### config.mk
export PLATFORM = sky130hd
export DESIGN_NAME = holy_core
export DESIGN_NICKNAME = d
export VERILOG_FILES = /design/src/source/holy_core_pkg.sv /design/src/source/control_if.sv /design/src/source/alu.sv /design/src/source/control.sv /design/src/source/holy_core.sv /design/src/source/regfile.sv /design/src/source/signext.sv
export VERILOG_INCLUDE_DIRS = /design/src /design/src/include
export SDC_FILE = /design/constraint.sdc
export NUM_CORES = 2
export LEC_CHECK = 0
export BUFFER_PORTS_ARGS = -buffer_cell sky130_fd_sc_hd__buf_2
export CAP_MARGIN = 20
export CORE_UTILIZATION = 55
export CTS_BUF_LIST = sky130_fd_sc_hd__clkbuf_8
export DETAILED_ROUTE_END_ITERATION = 16
export PLACE_DENSITY = 0.71
export SYNTH_ARGS = -nofsm -noshare
export SYNTH_HDL_FRONTEND = slang
export SYNTH_HIERARCHICAL = 1
export SYNTH_SLANG_ARGS = --single-unit
### constraint.sdc
create_clock -name clk -period 16.8 [get_ports clk]
set_input_delay 3.36 -clock clk [delete_from_list [all_inputs] [get_ports clk]]
set_output_delay 3.36 -clock clk [all_outputs]
set_load 0.005 [all_outputs]
### src/include/holy_core_defines.svh
`ifndef HOLY_CORE_DEFINES_SVH
`define HOLY_CORE_DEFINES_SVH

// Data and address width of the core
`define HC_XLEN 32

// Architectural registers, x0 included
`define HC_NUM_REGS 32

// First fetch address after reset
`define HC_RESET_PC 32'h0000_0000

`endif

### src/source/holy_core_pkg.sv
package holy_core_pkg;

    // Major opcodes
    localparam logic [6:0] OPCODE_R_TYPE       = 7'b0110011;
    localparam logic [6:0] OPCODE_I_TYPE_ALU   = 7'b0010011;
    localparam logic [6:0] OPCODE_I_TYPE_LOAD  = 7'b0000011;
    localparam logic [6:0] OPCODE_S_TYPE       = 7'b0100011;
    localparam logic [6:0] OPCODE_B_TYPE       = 7'b1100011;
    localparam logic [6:0] OPCODE_J_TYPE       = 7'b1101111;
    localparam logic [6:0] OPCODE_J_TYPE_JALR  = 7'b1100111;
    localparam logic [6:0] OPCODE_U_TYPE_LUI   = 7'b0110111;
    localparam logic [6:0] OPCODE_U_TYPE_AUIPC = 7'b0010111;

    // ALU func3 codes
    localparam logic [2:0] F3_ADD_SUB = 3'b000;
    localparam logic [2:0] F3_SLL     = 3'b001;
    localparam logic [2:0] F3_SLT     = 3'b010;
    localparam logic [2:0] F3_SLTU    = 3'b011;
    localparam logic [2:0] F3_XOR     = 3'b100;
    localparam logic [2:0] F3_SRL_SRA = 3'b101;
    localparam logic [2:0] F3_OR      = 3'b110;
    localparam logic [2:0] F3_AND     = 3'b111;

    // Branch func3 codes
    localparam logic [2:0] F3_BEQ  = 3'b000;
    localparam logic [2:0] F3_BNE  = 3'b001;
    localparam logic [2:0] F3_BLT  = 3'b100;
    localparam logic [2:0] F3_BGE  = 3'b101;
    localparam logic [2:0] F3_BLTU = 3'b110;
    localparam logic [2:0] F3_BGEU = 3'b111;

    // func7 codes
    localparam logic [6:0] F7_SLL_SRL = 7'b0000000;
    localparam logic [6:0] F7_SRA     = 7'b0100000;
    localparam logic [6:0] F7_SUB     = 7'b0100000;

    typedef enum logic [3:0] {
        ALU_ADD  = 4'b0000,
        ALU_SUB  = 4'b0001,
        ALU_AND  = 4'b0010,
        ALU_OR   = 4'b0011,
        ALU_SLL  = 4'b0100,
        ALU_SLT  = 4'b0101,
        ALU_SRL  = 4'b0110,
        ALU_SLTU = 4'b0111,
        ALU_XOR  = 4'b1000,
        ALU_SRA  = 4'b1001
    } alu_ctrl_t;

    typedef enum logic [1:0] {
        ALU_OP_LOAD_STORE = 2'b00,
        ALU_OP_BRANCHES   = 2'b01,
        ALU_OP_MATH       = 2'b10
    } alu_op_t;

    typedef enum logic [2:0] {
        IMM_I = 3'b000,
        IMM_S = 3'b001,
        IMM_B = 3'b010,
        IMM_J = 3'b011,
        IMM_U = 3'b100
    } imm_src_t;

    typedef enum logic [1:0] {
        WB_ALU  = 2'b00,
        WB_MEM  = 2'b01,
        WB_PC4  = 2'b10,
        WB_ADD2 = 2'b11
    } wb_src_t;

    // Base operand of the second adder
    typedef enum logic [1:0] {
        ADD2_PC   = 2'b00,
        ADD2_ZERO = 2'b01,
        ADD2_RS1  = 2'b10
    } add2_src_t;

    typedef struct packed {
        logic [6:0] func7;
        logic [4:0] rs2;
        logic [4:0] rs1;
        logic [2:0] func3;
        logic [4:0] rd;
        logic [6:0] opcode;
    } r_fmt_t;

    typedef struct packed {
        logic [11:0] imm_11_0;
        logic [4:0]  rs1;
        logic [2:0]  func3;
        logic [4:0]  rd;
        logic [6:0]  opcode;
    } i_fmt_t;

    typedef struct packed {
        logic [6:0] imm_11_5;
        logic [4:0] rs2;
        logic [4:0] rs1;
        logic [2:0] func3;
        logic [4:0] imm_4_0;
        logic [6:0] opcode;
    } s_fmt_t;

    typedef struct packed {
        logic       imm_12;
        logic [5:0] imm_10_5;
        logic [4:0] rs2;
        logic [4:0] rs1;
        logic [2:0] func3;
        logic [3:0] imm_4_1;
        logic       imm_11;
        logic [6:0] opcode;
    } b_fmt_t;

    typedef struct packed {
        logic [19:0] imm_31_12;
        logic [4:0]  rd;
        logic [6:0]  opcode;
    } u_fmt_t;

    typedef struct packed {
        logic       imm_20;
        logic [9:0] imm_10_1;
        logic       imm_11;
        logic [7:0] imm_19_12;
        logic [4:0] rd;
        logic [6:0] opcode;
    } j_fmt_t;

    // One instruction word, seen through every base format
    typedef union packed {
        r_fmt_t r_fmt;
        i_fmt_t i_fmt;
        s_fmt_t s_fmt;
        b_fmt_t b_fmt;
        u_fmt_t u_fmt;
        j_fmt_t j_fmt;
    } instr_u;

endpackage

### src/source/control_if.sv
interface control_if;
    import holy_core_pkg::*;

    alu_ctrl_t alu_control;
    imm_src_t  imm_source;
    logic      mem_write;
    logic      reg_write;
    // High selects the immediate as ALU operand B
    logic      alu_source;
    wb_src_t   write_back_source;
    // High takes the second adder result as next pc
    logic      pc_source;
    add2_src_t second_add_source;

    modport decoder (
        output alu_control, imm_source, mem_write, reg_write,
        output alu_source, write_back_source, pc_source, second_add_source
    );

    modport datapath (
        input alu_control, imm_source, mem_write, reg_write,
        input alu_source, write_back_source, pc_source, second_add_source
    );

endinterface

### src/source/alu.sv
`include "holy_core_defines.svh"

module alu (
    input  holy_core_pkg::alu_ctrl_t alu_control,
    input  logic [`HC_XLEN-1:0]      src_a,
    input  logic [`HC_XLEN-1:0]      src_b,
    output logic [`HC_XLEN-1:0]      alu_result,
    output logic                     zero,
    output logic                     last_bit
);

    import holy_core_pkg::*;

    logic [4:0] shamt;
    logic       less_signed;
    logic       less_unsigned;

    // Shifts only look at the low five bits of operand B
    assign shamt = src_b[4:0];

    assign less_signed   = $signed(src_a) < $signed(src_b);
    assign less_unsigned = src_a < src_b;

    always_comb begin
        case (alu_control)
            ALU_ADD: begin
                alu_result = src_a + src_b;
            end
            ALU_SUB: begin
                alu_result = src_a - src_b;
            end
            ALU_AND: begin
                alu_result = src_a & src_b;
            end
            ALU_OR: begin
                alu_result = src_a | src_b;
            end
            ALU_XOR: begin
                alu_result = src_a ^ src_b;
            end
            ALU_SLT: begin
                alu_result = {{(`HC_XLEN-1){1'b0}}, less_signed};
            end
            ALU_SLTU: begin
                alu_result = {{(`HC_XLEN-1){1'b0}}, less_unsigned};
            end
            ALU_SLL: begin
                alu_result = src_a << shamt;
            end
            ALU_SRL: begin
                alu_result = src_a >> shamt;
            end
            ALU_SRA: begin
                alu_result = $signed(src_a) >>> shamt;
            end
            default: begin
                alu_result = '0;
            end
        endcase
    end

    // Flags used by the branch logic
    assign zero     = (alu_result == '0);
    assign last_bit = alu_result[0];

endmodule

### src/source/control.sv
module control (
    input  logic [6:0]       op,
    input  logic [2:0]       func3,
    input  logic [6:0]       func7,
    input  logic             alu_zero,
    input  logic             alu_last_bit,
    control_if.decoder       ctrl
);

    import holy_core_pkg::*;

    alu_op_t alu_op;
    logic    branch;
    logic    jump;
    logic    take_branch;

    // Main decoder
    always_comb begin
        // Idle values keep CPU and memory state untouched
        ctrl.reg_write         = 1'b0;
        ctrl.mem_write         = 1'b0;
        ctrl.imm_source        = IMM_I;
        ctrl.alu_source        = 1'b0;
        ctrl.write_back_source = WB_ALU;
        ctrl.second_add_source = ADD2_PC;
        alu_op                 = ALU_OP_LOAD_STORE;
        branch                 = 1'b0;
        jump                   = 1'b0;

        case (op)
            OPCODE_I_TYPE_LOAD: begin
                ctrl.reg_write         = 1'b1;
                ctrl.alu_source        = 1'b1;
                ctrl.write_back_source = WB_MEM;
            end
            OPCODE_I_TYPE_ALU: begin
                ctrl.alu_source = 1'b1;
                alu_op          = ALU_OP_MATH;
                // Shift immediates carry a func7 in the upper bits, only two are legal
                if (func3 == F3_SLL) begin
                    ctrl.reg_write = (func7 == F7_SLL_SRL);
                end else if (func3 == F3_SRL_SRA) begin
                    ctrl.reg_write = (func7 == F7_SLL_SRL) || (func7 == F7_SRA);
                end else begin
                    ctrl.reg_write = 1'b1;
                end
            end
            OPCODE_S_TYPE: begin
                ctrl.mem_write  = 1'b1;
                ctrl.imm_source = IMM_S;
                ctrl.alu_source = 1'b1;
            end
            OPCODE_R_TYPE: begin
                ctrl.reg_write = 1'b1;
                alu_op         = ALU_OP_MATH;
            end
            OPCODE_B_TYPE: begin
                ctrl.imm_source = IMM_B;
                alu_op          = ALU_OP_BRANCHES;
                branch          = 1'b1;
            end
            OPCODE_J_TYPE: begin
                ctrl.reg_write         = 1'b1;
                ctrl.imm_source        = IMM_J;
                ctrl.write_back_source = WB_PC4;
                jump                   = 1'b1;
            end
            OPCODE_J_TYPE_JALR: begin
                ctrl.reg_write         = 1'b1;
                ctrl.write_back_source = WB_PC4;
                ctrl.second_add_source = ADD2_RS1;
                jump                   = 1'b1;
            end
            OPCODE_U_TYPE_LUI: begin
                ctrl.reg_write         = 1'b1;
                ctrl.imm_source        = IMM_U;
                ctrl.write_back_source = WB_ADD2;
                ctrl.second_add_source = ADD2_ZERO;
            end
            OPCODE_U_TYPE_AUIPC: begin
                ctrl.reg_write         = 1'b1;
                ctrl.imm_source        = IMM_U;
                ctrl.write_back_source = WB_ADD2;
            end
            default: begin
                // Unknown opcode, pc just moves on
            end
        endcase
    end

    // ALU decoder
    always_comb begin
        ctrl.alu_control = ALU_ADD;
        case (alu_op)
            ALU_OP_MATH: begin
                case (func3)
                    F3_ADD_SUB: begin
                        // Only the register form has a sub
                        if (op == OPCODE_R_TYPE && func7 == F7_SUB) begin
                            ctrl.alu_control = ALU_SUB;
                        end else begin
                            ctrl.alu_control = ALU_ADD;
                        end
                    end
                    F3_AND:  ctrl.alu_control = ALU_AND;
                    F3_OR:   ctrl.alu_control = ALU_OR;
                    F3_XOR:  ctrl.alu_control = ALU_XOR;
                    F3_SLT:  ctrl.alu_control = ALU_SLT;
                    F3_SLTU: ctrl.alu_control = ALU_SLTU;
                    F3_SLL:  ctrl.alu_control = ALU_SLL;
                    F3_SRL_SRA: begin
                        ctrl.alu_control = (func7 == F7_SRA) ? ALU_SRA : ALU_SRL;
                    end
                    default: ctrl.alu_control = ALU_ADD;
                endcase
            end
            ALU_OP_BRANCHES: begin
                // Compare flavour that sets the flag the branch looks at
                case (func3)
                    F3_BEQ, F3_BNE:   ctrl.alu_control = ALU_SUB;
                    F3_BLT, F3_BGE:   ctrl.alu_control = ALU_SLT;
                    F3_BLTU, F3_BGEU: ctrl.alu_control = ALU_SLTU;
                    default:          ctrl.alu_control = ALU_SUB;
                endcase
            end
            default: ctrl.alu_control = ALU_ADD;
        endcase
    end

    // Branch resolution from the ALU flags
    always_comb begin
        case (func3)
            F3_BEQ:           take_branch = branch & alu_zero;
            F3_BNE:           take_branch = branch & ~alu_zero;
            F3_BLT, F3_BLTU:  take_branch = branch & alu_last_bit;
            F3_BGE, F3_BGEU:  take_branch = branch & ~alu_last_bit;
            default:          take_branch = 1'b0;
        endcase
    end

    assign ctrl.pc_source = take_branch | jump;

endmodule

### src/source/holy_core.sv
`include "holy_core_defines.svh"

module holy_core (
    input  logic                clk,
    input  logic                reset,

    // Instruction port
    output logic [`HC_XLEN-1:0] pc,
    input  logic [31:0]         instr,

    // Data port
    output logic [`HC_XLEN-1:0] data_addr,
    output logic [`HC_XLEN-1:0] data_wdata,
    output logic                data_we,
    input  logic [`HC_XLEN-1:0] data_rdata
);

    import holy_core_pkg::*;

    instr_u              instr_fields;
    logic [`HC_XLEN-1:0] pc_plus_4;
    logic [`HC_XLEN-1:0] pc_target;
    logic [`HC_XLEN-1:0] pc_next;
    logic [`HC_XLEN-1:0] add2_base;
    logic [`HC_XLEN-1:0] add2_result;
    logic [`HC_XLEN-1:0] immediate;
    logic [`HC_XLEN-1:0] read_data1;
    logic [`HC_XLEN-1:0] read_data2;
    logic [`HC_XLEN-1:0] alu_src_b;
    logic [`HC_XLEN-1:0] alu_result;
    logic [`HC_XLEN-1:0] write_back;
    logic                alu_zero;
    logic                alu_last_bit;
    logic                reg_write_en;

    control_if ctrl_bus ();

    assign instr_fields = instr;

    control u_control (
        .op           (instr_fields.r_fmt.opcode),
        .func3        (instr_fields.r_fmt.func3),
        .func7        (instr_fields.r_fmt.func7),
        .alu_zero     (alu_zero),
        .alu_last_bit (alu_last_bit),
        .ctrl         (ctrl_bus.decoder)
    );

    // No register or memory writes while in reset
    assign reg_write_en = ctrl_bus.reg_write & ~reset;
    assign data_we      = ctrl_bus.mem_write & ~reset;

    regfile u_regfile (
        .clk          (clk),
        .reset        (reset),
        .read_addr1   (instr_fields.r_fmt.rs1),
        .read_addr2   (instr_fields.r_fmt.rs2),
        .write_addr   (instr_fields.r_fmt.rd),
        .write_data   (write_back),
        .write_enable (reg_write_en),
        .read_data1   (read_data1),
        .read_data2   (read_data2)
    );

    signext u_signext (
        .instr      (instr_fields),
        .imm_source (ctrl_bus.imm_source),
        .immediate  (immediate)
    );

    assign alu_src_b = ctrl_bus.alu_source ? immediate : read_data2;

    alu u_alu (
        .alu_control (ctrl_bus.alu_control),
        .src_a       (read_data1),
        .src_b       (alu_src_b),
        .alu_result  (alu_result),
        .zero        (alu_zero),
        .last_bit    (alu_last_bit)
    );

    // Second adder for branch, jump and upper immediate targets
    always_comb begin
        case (ctrl_bus.second_add_source)
            ADD2_PC:   add2_base = pc;
            ADD2_ZERO: add2_base = '0;
            ADD2_RS1:  add2_base = read_data1;
            default:   add2_base = pc;
        endcase
    end

    assign add2_result = add2_base + immediate;

    // jalr drops bit 0 of its target
    assign pc_target = (ctrl_bus.second_add_source == ADD2_RS1) ?
                       {add2_result[`HC_XLEN-1:1], 1'b0} : add2_result;

    assign pc_plus_4 = pc + `HC_XLEN'd4;
    assign pc_next   = ctrl_bus.pc_source ? pc_target : pc_plus_4;

    always_ff @(posedge clk) begin
        if (reset) begin
            pc <= `HC_RESET_PC;
        end else begin
            pc <= pc_next;
        end
    end

    always_comb begin
        case (ctrl_bus.write_back_source)
            WB_ALU:  write_back = alu_result;
            WB_MEM:  write_back = data_rdata;
            WB_PC4:  write_back = pc_plus_4;
            WB_ADD2: write_back = add2_result;
            default: write_back = alu_result;
        endcase
    end

    // Word-only data accesses
    assign data_addr  = alu_result;
    assign data_wdata = read_data2;

endmodule

### src/source/regfile.sv
`include "holy_core_defines.svh"

module regfile (
    input  logic                clk,
    input  logic                reset,
    input  logic [4:0]          read_addr1,
    input  logic [4:0]          read_addr2,
    input  logic [4:0]          write_addr,
    input  logic [`HC_XLEN-1:0] write_data,
    input  logic                write_enable,
    output logic [`HC_XLEN-1:0] read_data1,
    output logic [`HC_XLEN-1:0] read_data2
);

    // x0 has no storage
    logic [`HC_XLEN-1:0] regs [1:`HC_NUM_REGS-1];

    always_ff @(posedge clk) begin
        if (reset) begin
            for (int i = 1; i < `HC_NUM_REGS; i++) begin
                regs[i] <= '0;
            end
        end else if (write_enable && write_addr != 5'd0) begin
            regs[write_addr] <= write_data;
        end
    end

    assign read_data1 = (read_addr1 == 5'd0) ? '0 : regs[read_addr1];
    assign read_data2 = (read_addr2 == 5'd0) ? '0 : regs[read_addr2];

endmodule

### src/source/signext.sv
module signext (
    input  holy_core_pkg::instr_u   instr,
    input  holy_core_pkg::imm_src_t imm_source,
    output logic [31:0]             immediate
);

    import holy_core_pkg::*;

    logic sign;

    // Sign bit sits at bit 31 in every format
    assign sign = instr.r_fmt.func7[6];

    always_comb begin
        case (imm_source)
            IMM_I: begin
                immediate = {{20{sign}}, instr.i_fmt.imm_11_0};
            end
            IMM_S: begin
                immediate = {{20{sign}}, instr.s_fmt.imm_11_5, instr.s_fmt.imm_4_0};
            end
            IMM_B: begin
                immediate = {{20{sign}},
                             instr.b_fmt.imm_11,
                             instr.b_fmt.imm_10_5,
                             instr.b_fmt.imm_4_1,
                             1'b0};
            end
            IMM_J: begin
                immediate = {{12{sign}},
                             instr.j_fmt.imm_19_12,
                             instr.j_fmt.imm_11,
                             instr.j_fmt.imm_10_1,
                             1'b0};
            end
            IMM_U: begin
                // Upper immediate, low bits zero filled
                immediate = {instr.u_fmt.imm_31_12, 12'b0};
            end
            default: begin
                immediate = '0;
            end
        endcase
    end

endmodule

-- Word-level counts from Yosys, hierarchy flattened
Memories as Yosys holds them, arrays and structs flattened.
Cells that the tools add are included.
- memory bits (writable): 992
- output and inout bits: 97
- input port bits: 66
- word-level logic and storage cells: 117
- memories kept: 1
- register bits after elaboration: 32
- multiplexer cells: 34
- shifts and indexed selects: 3
- bitwise operators: 13
- reduce and logical (&&, ||, !) cells: 22
- eq/ne operators: 37
- magnitude comparators: 2
- add/subtract/negate cells: 4
- memory list (name ; depth ; bits a word ; read ports ; clocked after Yosys merged registers in ; wr ports ; RTL line ; text):
    u_regfile.regs ; 31 ; 32 ; 2 ; 0 ; 31 ; regfile.sv:16 ; logic [`HC_XLEN-1:0] regs [1:`HC_NUM_REGS-1];
- operators by type and width (operator ; number):
    $pmux 32 s10 ; 1
    $mux 32 ; 5
    $pmux 32 s5 ; 1
    $pmux 32 s4 ; 1
    $add 32x32->32 ; 2
    $lt 32x32->1 ; 2
    $pmux 32 s2 ; 1
    $add 32x3->32 const B ; 1
    $and 32x32->32 ; 1
    $logic_not 32->1 ; 1
    $or 32x32->32 ; 1
    $pmux 4 s8 ; 1
    $reduce_or 32->1 ; 1
    $shl 32x5->32 ; 1
    $shr 32x5->32 ; 1
    $sshr 32x5->32 ; 1
    $sub 32x32->32 ; 1
    $xor 32x32->32 ; 1
    $eq 7x6->1 const B ; 4
    $eq 7x7->1 const B ; 3
    $eq 4x3->1 const B ; 4
    $eq 3x3->1 const B ; 5
    $eq 7x5->1 const B ; 2
    $mux 1 ; 14
    other kinds (31) ; 59

-- Longest topological paths before layout
- depth after elaboration: 14
- gate-level depth with buffers: 37
- gate-level depth less buffers: 27

-- By module
The synthesis kept the hierarchy.
- modules (own cells, without submodules) (module ; sequential area each (um^2) ; times used ; area an instance (um^2) ; cells an instance):
    regfile ; 30749.5 ; 1 ; 54631.1 ; 3765
    alu ; 0.0 ; 1 ; 10032.1 ; 1417
    holy_core ; 640.6 ; 1 ; 4923.5 ; 622
    signext ; 0.0 ; 1 ; 494.2 ; 73
    control ; 0.0 ; 1 ; 427.9 ; 63

-- Worst setup path before layout
OpenSTA, ideal clock, no wires.
- path type: input-to-output
- from: input instr[22]
- to: output data_addr[27]
- arrival: 8920 ps
- required time: 13440 ps
- cell stages on the path: 22
- setup slack: 4520 ps
- cells stage by stage: buf_2 buf_2 clkbuf_1 mux4_2 a22o_1 a2111oi_0 nor3_1 mux2_2 inv_2 buf_1 buf_2 buf_1 ha_1 nor2_1 o221ai_1 a211oi_1 a211o_1 o21ai_0 o41ai_1 a31oi_1 and3_1 o31ai_1
- word-level cells in the longest chain between the ends: 5
- RTL lines (element ; RTL line ; text):
    from (decl) ; holy_core.sv:9 ; input logic [31:0] instr,
    $mem_v2 31x32 or $logic_not 5->1 (tied branches) ; -- ;
    $mux 32 (*) ; regfile.sv:29 ; assign read_data2 = (read_addr2 == 5'd0) ? '0 : regs[read_addr2];
    named net data_wdata[1] ; holy_core.sv:13 ; output logic [`HC_XLEN-1:0] data_wdata,
    $mux 32 (*) ; holy_core.sv:71 ; assign alu_src_b = ctrl_bus.alu_source ? immediate : read_data2;
    named net alu_src_b[1] ; holy_core.sv:29 ; logic [`HC_XLEN-1:0] alu_src_b;
    $sub 32x32->32 (tied with other cells) ; alu.sv:30 ; alu_result = src_a - src_b;
    $pmux 32 s10 (*) ; alu.sv:25 ; case (alu_control)
    to (decl) ; holy_core.sv:12 ; output logic [`HC_XLEN-1:0] data_addr,
Mark *: on every way through the listed nets, which the timed path passes. The rest lies on a longest branch.

-- Worst setup path in the final report
- from: input instr[20]
- to: output data_addr[27]
- word-level cells in the longest chain between the ends: 5
- RTL lines (element ; RTL line):
    $mem_v2 31x32 or $logic_not 5->1 (tied branches) ; --
    $mux 32 ; regfile.sv:29
    $mux 32 (*) ; holy_core.sv:71
    named net alu_src_b[11] ; holy_core.sv:29
    $sub 32x32->32 or $add 32x32->32 (tied branches) ; alu.sv:30, alu.sv:27
    $pmux 32 s10 (*) ; alu.sv:25
Marked as above.

==> qor.yml <==
pwr:
  p_per_area_nw_per_um2: 101
  p_leak_nw: 29.1
  peakVddDrop_v: 0.0000937
  p_total_w: 0.00780
floorplanning:
  io_pins: 163
  dieArea_um2: 130000
  die_h_um: 360
  core.rowCount: 131
  start_util_pct: 55.4
  die_w_um: 360
  core-area_um2: 127000
drt:
  vias: 57970
  ant_nets: 0
  drtIter0Drc: 10832
  vias_per_cell: 7.44
  first_pass_iters: 6
  drcViolationCount: 0
  drt-total-wl_um: 299000
  wl_per_cell_um: 38.4
final_layout:
  syn_to_final_growth_pct: 8.94
  n_fill_cell: 10097
  drive_gt1_share_pct: 21.9
  finish.instance_area_um2: 76800
  nets: 6174
  instances_no_fill: 7793
global_routing:
  overflow: 0
  grt_max_degree: 92
  antenna_found_initial: 32
  grt_pass1_wl_um: 413000
  first_global_vias: 54239
  grt_usage_pct: 45.2
synthesis:
  syn_area_um2: 70500
  ys_warn_count: 6
  synthArstFlopShare_pct: 0
  yosysTopAreaCell: "edfxtp_1"
  synth_common_cells: "edfxtp_1 (1024), and2_1 (1009), mux4_2 (415)"
  syn_avg_cell_area_um2: 11.9
  synth_edf_count: 1024
  postSynthCellCount: 5940
  synth_most_common_cell: "edfxtp_1"
  synth-main-ff-cell: "edfxtp_1"
  ys_seq_area_share_pct: 44.5
  ys_top_cells_by_area: "edfxtp_1 (44%), mux4_2 (13%), and2_1 (9.0%), mux2i_1 (5.5%), ha_1 (2.3%)"
  synth_top_area_share_pct: 43.6
  ys_types: 124
  ys_ff_latch: 1056
worst_setup_path:
  crit_arrival_ns: 11.31
  cp_cell_sequence: "buf_8 > buf_4 > mux4_2 > a22o_1 > a2111oi_1 > nor3_1 > mux2_2 > inv_1 > ha_1 > nor4_1 > nand2_1 > a211oi_1 > a211o_1 > o21ai_0 > o41ai_1 > a31oi_1 > and3_1 > o31ai_1 > buf_2"
  critPathMaxFanout: 51
  critPathMaxStageDelay_ns: 0.94
  crit_type: "in2out"
  worst_setup_path_end_kind: "output pin"
  required_ns: 13.44
  startpoint_type: "input pin"
  worst_path_max_delay_cell: "a2111oi_1"
clock_tree:
  cts_resized: 0
  path_clk_slew_ns: 0.06
  cts_hold_buf: 0
  ctsRootBufferMaster: "clkbuf_8"
  cts_setup_buffers: 0
  cts.sinks: 1056
  cts.htree.levels: 4
  cts_buffers: 178
  worstSkewPairLatency_ns: 0.96
  cts_tree: "done"
  clock_path_buffers: 3
run_status:
  status: "completed"
place:
  place.gp.congestion: 1.08
  dp_hpwl_um: 200000
  dp_cells: 7449
  place_area_um2: 73200
  io_buffers: 162
timing:
  hold_viol_final: 0
  final.setup.tns_ns: 0
  tightest_slew_ns: 1.26
  fin_worst_skew_ns: 0.0814
  finalCritPeriodShare_pct: 87.3
  finalMaxSlewViolations: 0
  finalSetupViolations: 0
  slew_headroom_pct: 14.0
  fin_crit_ns: 14.67
  fmax_mhz: 68.2
  rsz0062_at_grt: "no"
run:
  cap_violations: 0
hold_path:
  min_path_type: "reg2reg"
worst paths after layout:
| check | slack [ns] | cells past startpoint | start | to |
|---|---|---|---|---|
| min reg2reg | 0.56 | 2 | pc[1]$_SDFFE_PP0P_ | pc[1]$_SDFFE_PP0P_ |
| max reg2reg | 7.30 | 25 | u_regfile/regs[14][0]$_SDFFCE_PN0P_ | pc[30]$_SDFF_PP0_ |
| min | 0.56 | 2 | pc[1]$_SDFFE_PP0P_ | pc[1]$_SDFFE_PP0P_ |
| max | 2.13 | 19 | instr[20] | data_addr[27] |
metrics by stage:
step	util (%)	setup slack [ns]	hold WS, ns
after global placement	57.5	2.32	0.541
after detailed placement	57.5	2.58	0.542
after global routing	60.3	1.92	0.584
final	60.3	2.13	0.557
after floorplan	-	4.52	0.480
after CTS	60.2	2.52	0.562
metal layers:
layer  up-vias  wire (um)  GRT usage [%]
li1      22820          -              -
met1     28579     105000           58.7
met2      5436     124000           63.7
met3      1125      47500           16.1
met4        10      23100           30.1
met5         -         69              0
cells in the final DEF (no fill, tap or decap), drive strengths merged, types with 139 or more instances in the layout:
cell type / n
edfxtp: 1024
and2: 1010
mux4: 417
buf: 394
mux2i: 388
nor2: 247
a21oi: 223
clkbuf: 187
nand2: 184
inv: 166
o21ai: 139
area by class of cell:
class                   instances  area [um^2]  share of cell area (%)
clock buffers                 182         2500                    3.26
flip-flops and latches       1056        31400                    40.9
diodes                         21         52.6                  0.0684
clock inverters               135          988                    1.29
inverters                     117          439                   0.572
multi-input cells            4221        36700                    47.7
repair buffers                399         2700                    3.51
well taps                    1662         2080                    2.71
where the power goes:
group	internal, W	total (W)	switching (W)
clock network	0.00120	0.00234	0.00114
registers	0.00300	0.00306	0.0000629
logic	0.000698	0.00239	0.00169
critical path: cells and delay by family:
family | cells | cell delay [ns]
buffers and inverters | 4 | 1.33
muxes | 2 | 0.96
and+or+nand+nor | 4 | 1.32
adders and majority gates | 1 | 0.41
AOI/OAI and AO/OA | 8 | 3.63
state kept, by name, indices dropped and copies added (netlist names):
register        flops
pc                 32
u_regfile/regs   1024
cell families (layout without fill, tap and decap cells):
family          count (synthesis)  after routing  synth area share, %
compound gates               1127           1127                 11.4
xor+xnor                       75             75                0.958
flops                        1056           1056                 44.5
buf+inv                       694            833                 4.39
fa+ha+maj                     135            135                 2.43
other cells                     1             53              0.00532
mux                           907            907                 20.5
simple gates                 1945           1945                 15.8
Note: power is estimated with default switching activity, not from simulation.
